**config.mk**
```make
export PLATFORM = sky130hd
export DESIGN_NAME = rr_f2f_top
export DESIGN_NICKNAME = d
export VERILOG_FILES = /design/src/hw/rr_cfg_pkg.sv /design/src/hw/rr_chan_pkg.sv /design/src/hw/rr_head_if.sv /design/src/hw/rr_f2f_top.sv /design/src/hw/rr_go_select.sv /design/src/hw/rr_in_rotate.sv /design/src/hw/rr_out_rotate.sv
export SDC_FILE = /design/constraint.sdc
export NUM_CORES = 1
export LEC_CHECK = 0
export ABC_AREA = 1
export BUFFER_PORTS_ARGS = -buffer_cell sky130_fd_sc_hd__buf_2
export CORE_UTILIZATION = 30
export CTS_BUF_LIST = sky130_fd_sc_hd__clkbuf_8
export CTS_CLUSTER_DIAMETER = 80
export DETAILED_ROUTE_END_ITERATION = 8
export GPL_ROUTABILITY_DRIVEN = 0
export PLACE_DENSITY = 0.58
export SLEW_MARGIN = 30
export SYNTH_ARGS = -nofsm -noshare
export SYNTH_HDL_FRONTEND = slang
export SYNTH_SLANG_ARGS = --single-unit
```
**constraint.sdc**
```tcl
create_clock -name clk -period 8.8 [get_ports clk]
set_input_delay 1.32 -clock clk [delete_from_list [all_inputs] [get_ports clk]]
set_output_delay 1.32 -clock clk [all_outputs]
set_load 0.1 [all_outputs]
```
**src/hw/rr_cfg_pkg.sv**
```systemverilog
/* sizing constants of the round-robin fifo-to-fifo engine
   imported by the channel package, the head interface and every stage */
package rr_cfg_pkg;

   // channel counts on each side
   localparam int NUM_IN  = 4;
   localparam int NUM_OUT = 3;

   // head order spans the wider side
   // positions past the narrower side never go
   localparam int MAX_IO = (NUM_IN > NUM_OUT) ? NUM_IN : NUM_OUT;

   // payload width of one fifo word
   localparam int WORD_W = 8;

   // round-robin pointers
   // one spare bit so a pointer that runs past its channel count shows up
   localparam int IPTR_W = $clog2(NUM_IN) + 1;
   localparam int OPTR_W = $clog2(NUM_OUT) + 1;

   // width of a per-cycle move count, 0 .. MAX_IO inclusive
   localparam int CNT_W = $clog2(MAX_IO + 1);

endpackage

```
**src/hw/rr_chan_pkg.sv**
```systemverilog
/* channel-level types and the helper functions shared by the engine stages
   and the testbench: move count of a go run and modular pointer advance */
package rr_chan_pkg;

   import rr_cfg_pkg::*;

   // one fifo word
   typedef logic [WORD_W-1:0] word_t;

   // one bit per channel, bit n is channel n
   typedef logic [NUM_IN-1:0]  in_vec_t;
   typedef logic [NUM_OUT-1:0] out_vec_t;

   // one bit per head position, position 0 has the turn
   typedef logic [MAX_IO-1:0]  go_vec_t;

   // number of words that move with this go run
   function automatic logic [CNT_W-1:0] count_go(go_vec_t go);
      logic [CNT_W-1:0] cnt;
      cnt = '0;
      for (int p = 0; p < MAX_IO; p++)
      begin
         cnt = cnt + CNT_W'(go[p]);
      end
      return cnt;
   endfunction

   // ptr + cnt wrapped into 0 .. n-1
   // ptr is below n and cnt is at most n, so one subtraction is enough
   // also used for the rotators, where cnt is a head position or n - ptr
   function automatic int unsigned advance_ptr(int unsigned ptr,
                                               int unsigned cnt,
                                               int unsigned n);
      int unsigned sum;
      sum = ptr + cnt;
      if (sum >= n)
      begin
         sum = sum - n;
      end
      return sum;
   endfunction

endpackage

```
**src/hw/rr_head_if.sv**
```systemverilog
/* head-order view shared by the decode, execute and result stages
   position 0 is the input and the output channel whose turn it is */
`timescale 1ns/1ps

interface rr_head_if;

   import rr_cfg_pkg::*;
   import rr_chan_pkg::*;

   // input valids and words, rotated so position 0 is the input turn
   in_vec_t  head_valid;
   word_t    head_data [NUM_IN];

   // output readies, rotated so position 0 is the output turn
   out_vec_t head_ready;

   // contiguous run of head positions that move this cycle
   go_vec_t  go;

   // decode side: publishes the input view, counts go for its pointer
   modport decode (
      output head_valid,
      output head_data,
      input  go
   );

   // execute side: pure combine of both views into the go run
   modport execute (
      input  head_valid,
      input  head_ready,
      output go
   );

   // result side: publishes the output view, takes go and the words
   modport result (
      output head_ready,
      input  head_data,
      input  go
   );

endinterface

```
**src/hw/rr_f2f_top.sv**
```systemverilog
/* round-robin fifo-to-fifo transfer engine, valid/yumi on the input fifos and
   ready/valid on the output fifos, whole path combinational in one cycle */
`timescale 1ns/1ps

module rr_f2f_top (
   input  logic                  clk,
   input  logic                  reset,

   // input fifos
   // a yumi pulse dequeues the word at this edge
   input  rr_chan_pkg::in_vec_t  valid_i,
   input  rr_chan_pkg::word_t    data_i [rr_cfg_pkg::NUM_IN],
   output rr_chan_pkg::in_vec_t  yumi_o,

   // output fifos
   // a valid pulse enqueues the word at this edge
   output rr_chan_pkg::out_vec_t valid_o,
   output rr_chan_pkg::word_t    data_o [rr_cfg_pkg::NUM_OUT],
   input  rr_chan_pkg::out_vec_t ready_i
);

   // head-order view shared by the three stages
   rr_head_if head_bus ();

   // decode
   // input side into head order, yumis back out
   rr_in_rotate u_in_rotate (
      .clk     (clk),
      .reset   (reset),
      .valid_i (valid_i),
      .data_i  (data_i),
      .yumi_o  (yumi_o),
      .head    (head_bus.decode)
   );

   // execute
   // picks the contiguous run that moves this cycle
   rr_go_select u_go_select (
      .head (head_bus.execute)
   );

   // result
   // output readies into head order, valids and words back out
   rr_out_rotate u_out_rotate (
      .clk     (clk),
      .reset   (reset),
      .ready_i (ready_i),
      .valid_o (valid_o),
      .data_o  (data_o),
      .head    (head_bus.result)
   );

endmodule

```
**src/hw/rr_go_select.sv**
```systemverilog
/* execute stage: combines head valids and head readies into the go run
   only the unbroken run from position 0 moves, keeping rigid round-robin order */
`timescale 1ns/1ps

module rr_go_select (
   rr_head_if.execute head
);

   import rr_cfg_pkg::*;
   import rr_chan_pkg::*;

   // both views widened to MAX_IO
   // positions past a side's channel count read as zero and never go
   go_vec_t valid_pad;
   go_vec_t ready_pad;

   // positions where a word is offered and a slot is free
   go_vec_t both;

   assign valid_pad = go_vec_t'(head.head_valid);
   assign ready_pad = go_vec_t'(head.head_ready);
   assign both      = valid_pad & ready_pad;

   // prefix and from position 0
   // the first position that cannot move stops the run
   // so a blocked head gives an empty run
   always_comb
   begin
      go_vec_t run;
      run[0] = both[0];
      for (int p = 1; p < MAX_IO; p++)
      begin
         run[p] = run[p-1] & both[p];
      end
      head.go = run;
   end

endmodule

```
**src/hw/rr_in_rotate.sv**
```systemverilog
/* decode stage: rotates the input valids and words into head order by the input
   pointer, and rotates the go run back onto the input channels as yumis */
`timescale 1ns/1ps

module rr_in_rotate (
   input  logic                clk,
   input  logic                reset,
   input  rr_chan_pkg::in_vec_t valid_i,
   input  rr_chan_pkg::word_t  data_i [rr_cfg_pkg::NUM_IN],
   output rr_chan_pkg::in_vec_t yumi_o,
   rr_head_if.decode           head
);

   import rr_cfg_pkg::*;
   import rr_chan_pkg::*;

   // input channel that has the turn
   logic [IPTR_W-1:0] iptr_r;
   logic [IPTR_W-1:0] iptr_n;

   // words taken this cycle
   logic [CNT_W-1:0]  go_cnt;

   // head position h sees input channel (iptr + h) mod NUM_IN
   always_comb
   begin
      int unsigned src;
      for (int h = 0; h < NUM_IN; h++)
      begin
         src = advance_ptr(iptr_r, h, NUM_IN);
         head.head_valid[h] = valid_i[src];
         head.head_data[h]  = data_i[src];
      end
   end

   // inverse rotation for the yumis
   // channel c sits at head position (c - iptr) mod NUM_IN
   // NUM_IN - iptr keeps the wrap on the add side
   always_comb
   begin
      int unsigned pos;
      for (int c = 0; c < NUM_IN; c++)
      begin
         pos = advance_ptr(c, NUM_IN - iptr_r, NUM_IN);
         yumi_o[c] = head.go[pos];
      end
   end

   // pointer moves past every word taken
   // an empty run leaves it where it is
   assign go_cnt = count_go(head.go);
   assign iptr_n = IPTR_W'(advance_ptr(iptr_r, go_cnt, NUM_IN));

   always_ff @(posedge clk)
   begin
      if (reset)
      begin
         iptr_r <= '0;
      end
      else
      begin
         iptr_r <= iptr_n;
      end
   end

   // go comes from the execute stage, so this ties both stages together
   yumi_needs_valid: assert property (@(posedge clk) (yumi_o & ~valid_i) == '0)
      else $error("yumi without valid: yumi_o=%h valid_i=%h", yumi_o, valid_i);

   // pointer stays a channel number across every advance
   iptr_in_range: assert property (@(posedge clk) disable iff (reset) iptr_r < NUM_IN)
      else $error("input pointer out of range: iptr_r=%h", iptr_r);

endmodule

```
**src/hw/rr_out_rotate.sv**
```systemverilog
/* result stage: rotates output readies into head order by the output pointer,
   and maps the go run and the head words back onto the output channels */
`timescale 1ns/1ps

module rr_out_rotate (
   input  logic                  clk,
   input  logic                  reset,
   input  rr_chan_pkg::out_vec_t ready_i,
   output rr_chan_pkg::out_vec_t valid_o,
   output rr_chan_pkg::word_t    data_o [rr_cfg_pkg::NUM_OUT],
   rr_head_if.result             head
);

   import rr_cfg_pkg::*;
   import rr_chan_pkg::*;

   // output channel that has the turn
   logic [OPTR_W-1:0] optr_r;
   logic [OPTR_W-1:0] optr_n;

   // words delivered this cycle
   logic [CNT_W-1:0]  go_cnt;

   // head words, one per output head position
   // positions past NUM_IN hold zero and never go
   word_t data_pad [NUM_OUT];

   // head position h sees output channel (optr + h) mod NUM_OUT
   always_comb
   begin
      int unsigned src;
      for (int h = 0; h < NUM_OUT; h++)
      begin
         src = advance_ptr(optr_r, h, NUM_OUT);
         head.head_ready[h] = ready_i[src];
      end
   end

   // trim or pad the input-side words to the output side
   always_comb
   begin
      for (int p = 0; p < NUM_OUT; p++)
      begin
         if (p < NUM_IN)
         begin
            data_pad[p] = head.head_data[p];
         end
         else
         begin
            data_pad[p] = '0;
         end
      end
   end

   // inverse rotation onto the output channels
   // channel c takes head position (c - optr) mod NUM_OUT
   // data follows whether or not the channel gets a valid pulse
   always_comb
   begin
      int unsigned pos;
      for (int c = 0; c < NUM_OUT; c++)
      begin
         pos = advance_ptr(c, NUM_OUT - optr_r, NUM_OUT);
         valid_o[c] = head.go[pos];
         data_o[c]  = data_pad[pos];
      end
   end

   // same count as the input side, so both pointers move together
   // go never reaches past NUM_OUT, the padded readies are zero there
   assign go_cnt = count_go(head.go);
   assign optr_n = OPTR_W'(advance_ptr(optr_r, go_cnt, NUM_OUT));

   always_ff @(posedge clk)
   begin
      if (reset)
      begin
         optr_r <= '0;
      end
      else
      begin
         optr_r <= optr_n;
      end
   end

   // go also depends on the input side, so this spans all three stages
   valid_needs_ready: assert property (@(posedge clk) (valid_o & ~ready_i) == '0)
      else $error("valid without ready: valid_o=%h ready_i=%h", valid_o, ready_i);

   // pointer stays a channel number across every advance
   optr_in_range: assert property (@(posedge clk) disable iff (reset) optr_r < NUM_OUT)
      else $error("output pointer out of range: optr_r=%h", optr_r);

endmodule

```
**Word level (Yosys, flattened, before mapping)**

Index checks and enable logic that the tools add are counted.

- Register bits after elaboration: 6
- Input bits: 41
- Output and inout port bits: 31

- $add $sub $neg: 33
- $lt $le $gt $ge: 36
- Multiplexer cells: 62
- Bitwise logic cells: 10

Operator list:

| kind | count |
|---|---|
| $lt 32x3->1 const B | 14 |
| $mux 32 | 14 |
| $ge 32x3->1 const B | 7 |
| $sub 32x3->32 const B | 7 |
| $ge 33x3->1 const B | 6 |
| $not 32->33 | 6 |
| $ge 32x2->1 const B | 5 |
| $sub 32x2->32 const B | 5 |
| $add 2x32->32 const A | 3 |
| $bmux 8 s2 | 6 |
| $mux 8 | 12 |
| $add 1x32->32 const A | 2 |
| $bmux 1 s2 | 14 |
| $mux 1 | 14 |
| $add 3x2->4 const B | 3 |
| $add 3x1->4 const B | 2 |
| $add 3x3->4 | 2 |
| $add 3x1->3 | 2 |
| $mux 3 | 2 |
| $and 4x3->4 | 1 |
| $ge 4x2->1 const B | 1 |
| $ge 4x3->1 const B | 1 |
| $sub 2x3->4 const A | 1 |
| $sub 3x2->4 const B | 1 |
| other kinds (8) | 10 |

**Longest topological paths before layout**

- Depth after elaboration: 13
- Mapped depth: 23
- Gate-level depth less buffers: 23

**Cells and area by module**

A second synthesis with hierarchy kept.

- Cell total of the unflattened synthesis: 527
- Area total of the unflattened synthesis: 2648.8 µm²

Modules (own cells, without submodules):

| module | instances | cells each | area an instance (µm²) | sequential area each (µm²) |
|---|---|---|---|---|
| rr_out_rotate | 1 | 282 | 1546.5 | 60.1 |
| rr_in_rotate | 1 | 235 | 1056.0 | 40.0 |
| rr_go_select | 1 | 10 | 46.3 | 0.0 |

**Worst setup path after synthesis**

OpenSTA, ideal clock, no wires.

- Kind: reg2out
- Start: register u_out_rotate.optr_r[1]
- End: output port data_o[10] (netlist bit)
- Data arrival time: 4.135 ns
- Required time: 7.480 ns
- Slack: 3.345 ns
- Stages on the path, launching flop included: 10
- Path through: dfxtp_1 -> inv_1 -> ha_1 -> inv_1 -> ha_1 -> nor2_1 -> nand4_1 -> xor2_1 -> nand2_1 -> o21ai_0

RTL lines:

| element | line | text |
|---|---|---|
| start: declaration | rr_out_rotate.sv:18 | `logic [OPTR_W-1:0] optr_r;` |
| start signal: assignment | rr_out_rotate.sv:82 | `optr_r <= optr_n;` |
| end: declaration | rr_f2f_top.sv:18 | `output rr_chan_pkg::word_t data_o [rr_cfg_pkg::NUM_OUT],` |

==> impl_metrics.env <==
export IMPL_status="finished clean"
export IMPL_hold_depth=4
export IMPL_syn_inst=394
export IMPL_clk_pin_slew_ns=0.04
export IMPL_port_buffers=71
export IMPL_grtUsageTotal=0.182
export IMPL_critPathMaxStageDelay_ns=0.65
export IMPL_cts_buffers=3
export IMPL_final_antenna_net_count=0
export IMPL_dpl_cell_area_sq_um=2470
export IMPL_die_h_um=84.7
export IMPL_r2r_cells=22
export IMPL_avgSynthCellArea_sq_um=5.21
export IMPL_cp_max_fo=19
export IMPL_row_count=29
export IMPL_drc=0
export IMPL_nNetsFinal=521
export IMPL_synth_seq_cells=5
export IMPL_worst_pin_slew_ns=0.851
export IMPL_critical_path_startpoint_type="register"
export IMPL_max_cap_violations=0
export IMPL_fin_skew_ns=0.000602
export IMPL_multi_input_area_sq_um=1750
export IMPL_antenna_found_initial=0
export IMPL_gr_total_overflow=0
export IMPL_synth_top_area_cell="nand2_1"
export IMPL_reg2reg_to="u_out_rotate.optr_r[1]"
export IMPL_relSlewSlack=0.432
export IMPL_post_place_ws_ns=4.12
export IMPL_tns_ns=0
export IMPL_syn_nets=456
export IMPL_ctsHtreeMaxLevel=1
export IMPL_slew_violations=0
export IMPL_hpwl_um=5500
export IMPL_path_common_cell="ha_1"
export IMPL_crit_type="reg -> out"
export IMPL_numClockSinks=5
export IMPL_ioPinCount=72
export IMPL_grt_pass1_wl_um=10800
export IMPL_drtIter0Drc=191
export IMPL_cts_hold_buffers_added=0
export IMPL_hold_violations=0
export IMPL_post_drt_wl_per_cell_um=12.9
export IMPL_cts_root_buf="clkbuf_8"
export IMPL_r2r_setup_slack_ns=4.65
export IMPL_grt_max_degree=34
export IMPL_max_freq_mhz=201
export IMPL_first_pass_iters=7
export IMPL_r2r_start="u_out_rotate.optr_r[0]"
export IMPL_post_cts_resized=0
export IMPL_yosysTopAreaCellShare=0.265
export IMPL_clock_latency_ns=0.22
export IMPL_final_setup_worst_slack_ns=3.83
export IMPL_grt_setup_unrepaired="false"
export IMPL_core_region_area_sq_um=6490
export IMPL_setup_violations=0
export IMPL_cts_tree="done"
export IMPL_netlist_top_cells_area="nand2_1 27%, o21ai_0 17%, ha_1 12%"
export IMPL_clockBufferDepth=2
export IMPL_slowest_stage="xor2_2"
export IMPL_grt_pass1_vias=2382
export IMPL_critPathArrivalTime_ns=3.65
export IMPL_die_w_um=84.7
export IMPL_n_antenna_cell=0
export IMPL_start_util=0.316
export IMPL_cts_setup_buffers=0
export IMPL_final_common_cell="nand2_1"
export IMPL_synthDistinctLibCells=26
export IMPL_end_kind="output pin"
export IMPL_cp_required_ns=7.48
export IMPL_avgViaCountPerCell=5.16
export IMPL_ys_warn_count=0
export IMPL_holdPathEnd="u_in_rotate.iptr_r[0]"
export IMPL_worstPathCellList="inv_2 > ha_1 > inv_1 > ha_1 > nor2_1 > nand4_1 > xor2_2 > nand2_1 > o21ai_0 > buf_2"
export IMPL_hold_path_class="reg -> reg"
export IMPL_syn_to_final_growth_pct=22.6
export IMPL_die_area_sq_um=7180
export IMPL_post_route_period_util=0.564
export IMPL_drive_above_1_share=0.190
export IMPL_fillers=725
export IMPL_hp_start="u_in_rotate.iptr_r[0]"
export IMPL_final_cell_mix="145 x nand2_1, 71 x buf_2, 69 x o21ai_0, 39 x inv_1, 22 x nor2_1"
export IMPL_via_count=2759
export IMPL_ys_seq_area_frac=0.0488
export IMPL_fin_area_sq_um=2520
export IMPL_fin_crit_ns=4.97
export IMPL_regArea_sq_um=100
export IMPL_wirelength_um=6930
export IMPL_netlist_area_sq_um=2050
==> logic make-up (layout without fill, tap and decap cells) <==
family,after synthesis,after routing,share of synthesized area
AO/OA/AOI/OAI,105,105,0.273
XOR/XNOR,5,5,0.0213
adder cells (fa/ha/maj),21,21,0.132
buffers and inverters,55,119,0.105
flip-flops,5,5,0.0488
multiplexers,6,6,0.0293
AND/OR/NAND/NOR,197,197,0.391
==> per-stage QoR <==
stage / hold slack (ns) / cells / util
detailed placement: 0.947 / 531 / 0.381
global route: 1.01 / 535 / 0.388
finish: 0.944 / 535 / 0.388
global placement: 0.907 / 531 / 0.378
CTS: 0.955 / 535 / 0.388
floorplan: 0.622 / 394 / -
==> critical path, delay by kind of cell (launching register included) <==
| kind | cells | cell delay, ns |
|---|---|---|
| AOI/OAI and AO/OA | 1 | 0.30 |
| xor gates and xnor gates | 1 | 0.65 |
| adders and majority gates | 2 | 0.47 |
| buffers and inverters | 3 | 0.77 |
| DFF | 1 | 0.60 |
| and+or+nand+nor | 3 | 0.63 |
==> cell usage after synthesis (all sizes together) <==
| cell type | n |
|---|---|
| nand2 | 145 |
| a211oi | 3 |
| inv | 43 |
| xnor2 | 3 |
| xor2 | 2 |
| a31oi | 1 |
| a21oi | 17 |
| dfxtp | 5 |
| nand3 | 18 |
| o21ai | 75 |
| o211ai | 9 |
| nand4 | 8 |
| nor2 | 25 |
| clkbuf | 6 |
| ha | 20 |
| mux2i | 6 |
| buf | 6 |
| fa | 1 |
| and2 | 1 |
==> registers in the layout, summed over array words and instances, names as in the netlist <==
| name | flops |
|---|---|
| u_in_rotate.iptr_r | 2 |
| u_out_rotate.optr_r | 3 |
==> layer usage <==
| layer | GRT usage | share of wire |
|---|---|---|
| met1 | 0.227 | 0.45 |
| met2 | 0.336 | 0.48 |
| met3 | 0.0177 | 0.054 |
| met4 | 0.0431 | 0.020 |
| met5 | 0 | 0 |
==> worst max path at each step <==
stage | slack [ns] | start | depth (start not counted) | endpoint
2_1_floorplan | 3.34 | u_out_rotate.optr_r[1] | 9 | data_o[10]
3_3_place_gp | 4.04 | u_out_rotate.optr_r[0] | 10 | data_o[15]
3_5_place_dp | 4.12 | u_out_rotate.optr_r[0] | 10 | data_o[13]
4_1_cts | 3.90 | u_out_rotate.optr_r[0] | 10 | data_o[13]
5_1_grt | 3.63 | u_out_rotate.optr_r[0] | 10 | data_o[13]
6_report | 3.83 | u_out_rotate.optr_r[0] | 10 | data_o[13]
==> layout make-up <==
cell class	count	share of cell area
clock buffer	3	0.0164
clock inverter	1	0.00149
inverter	43	0.0641
multi-input combinational	334	0.696
sequential	5	0.0398
tap	77	0.0383
timing repair buffer	72	0.144
Power is left out: the tool's default activity adds up to more than one toggle a clock period on the data nets, which glitch-free logic cannot reach.
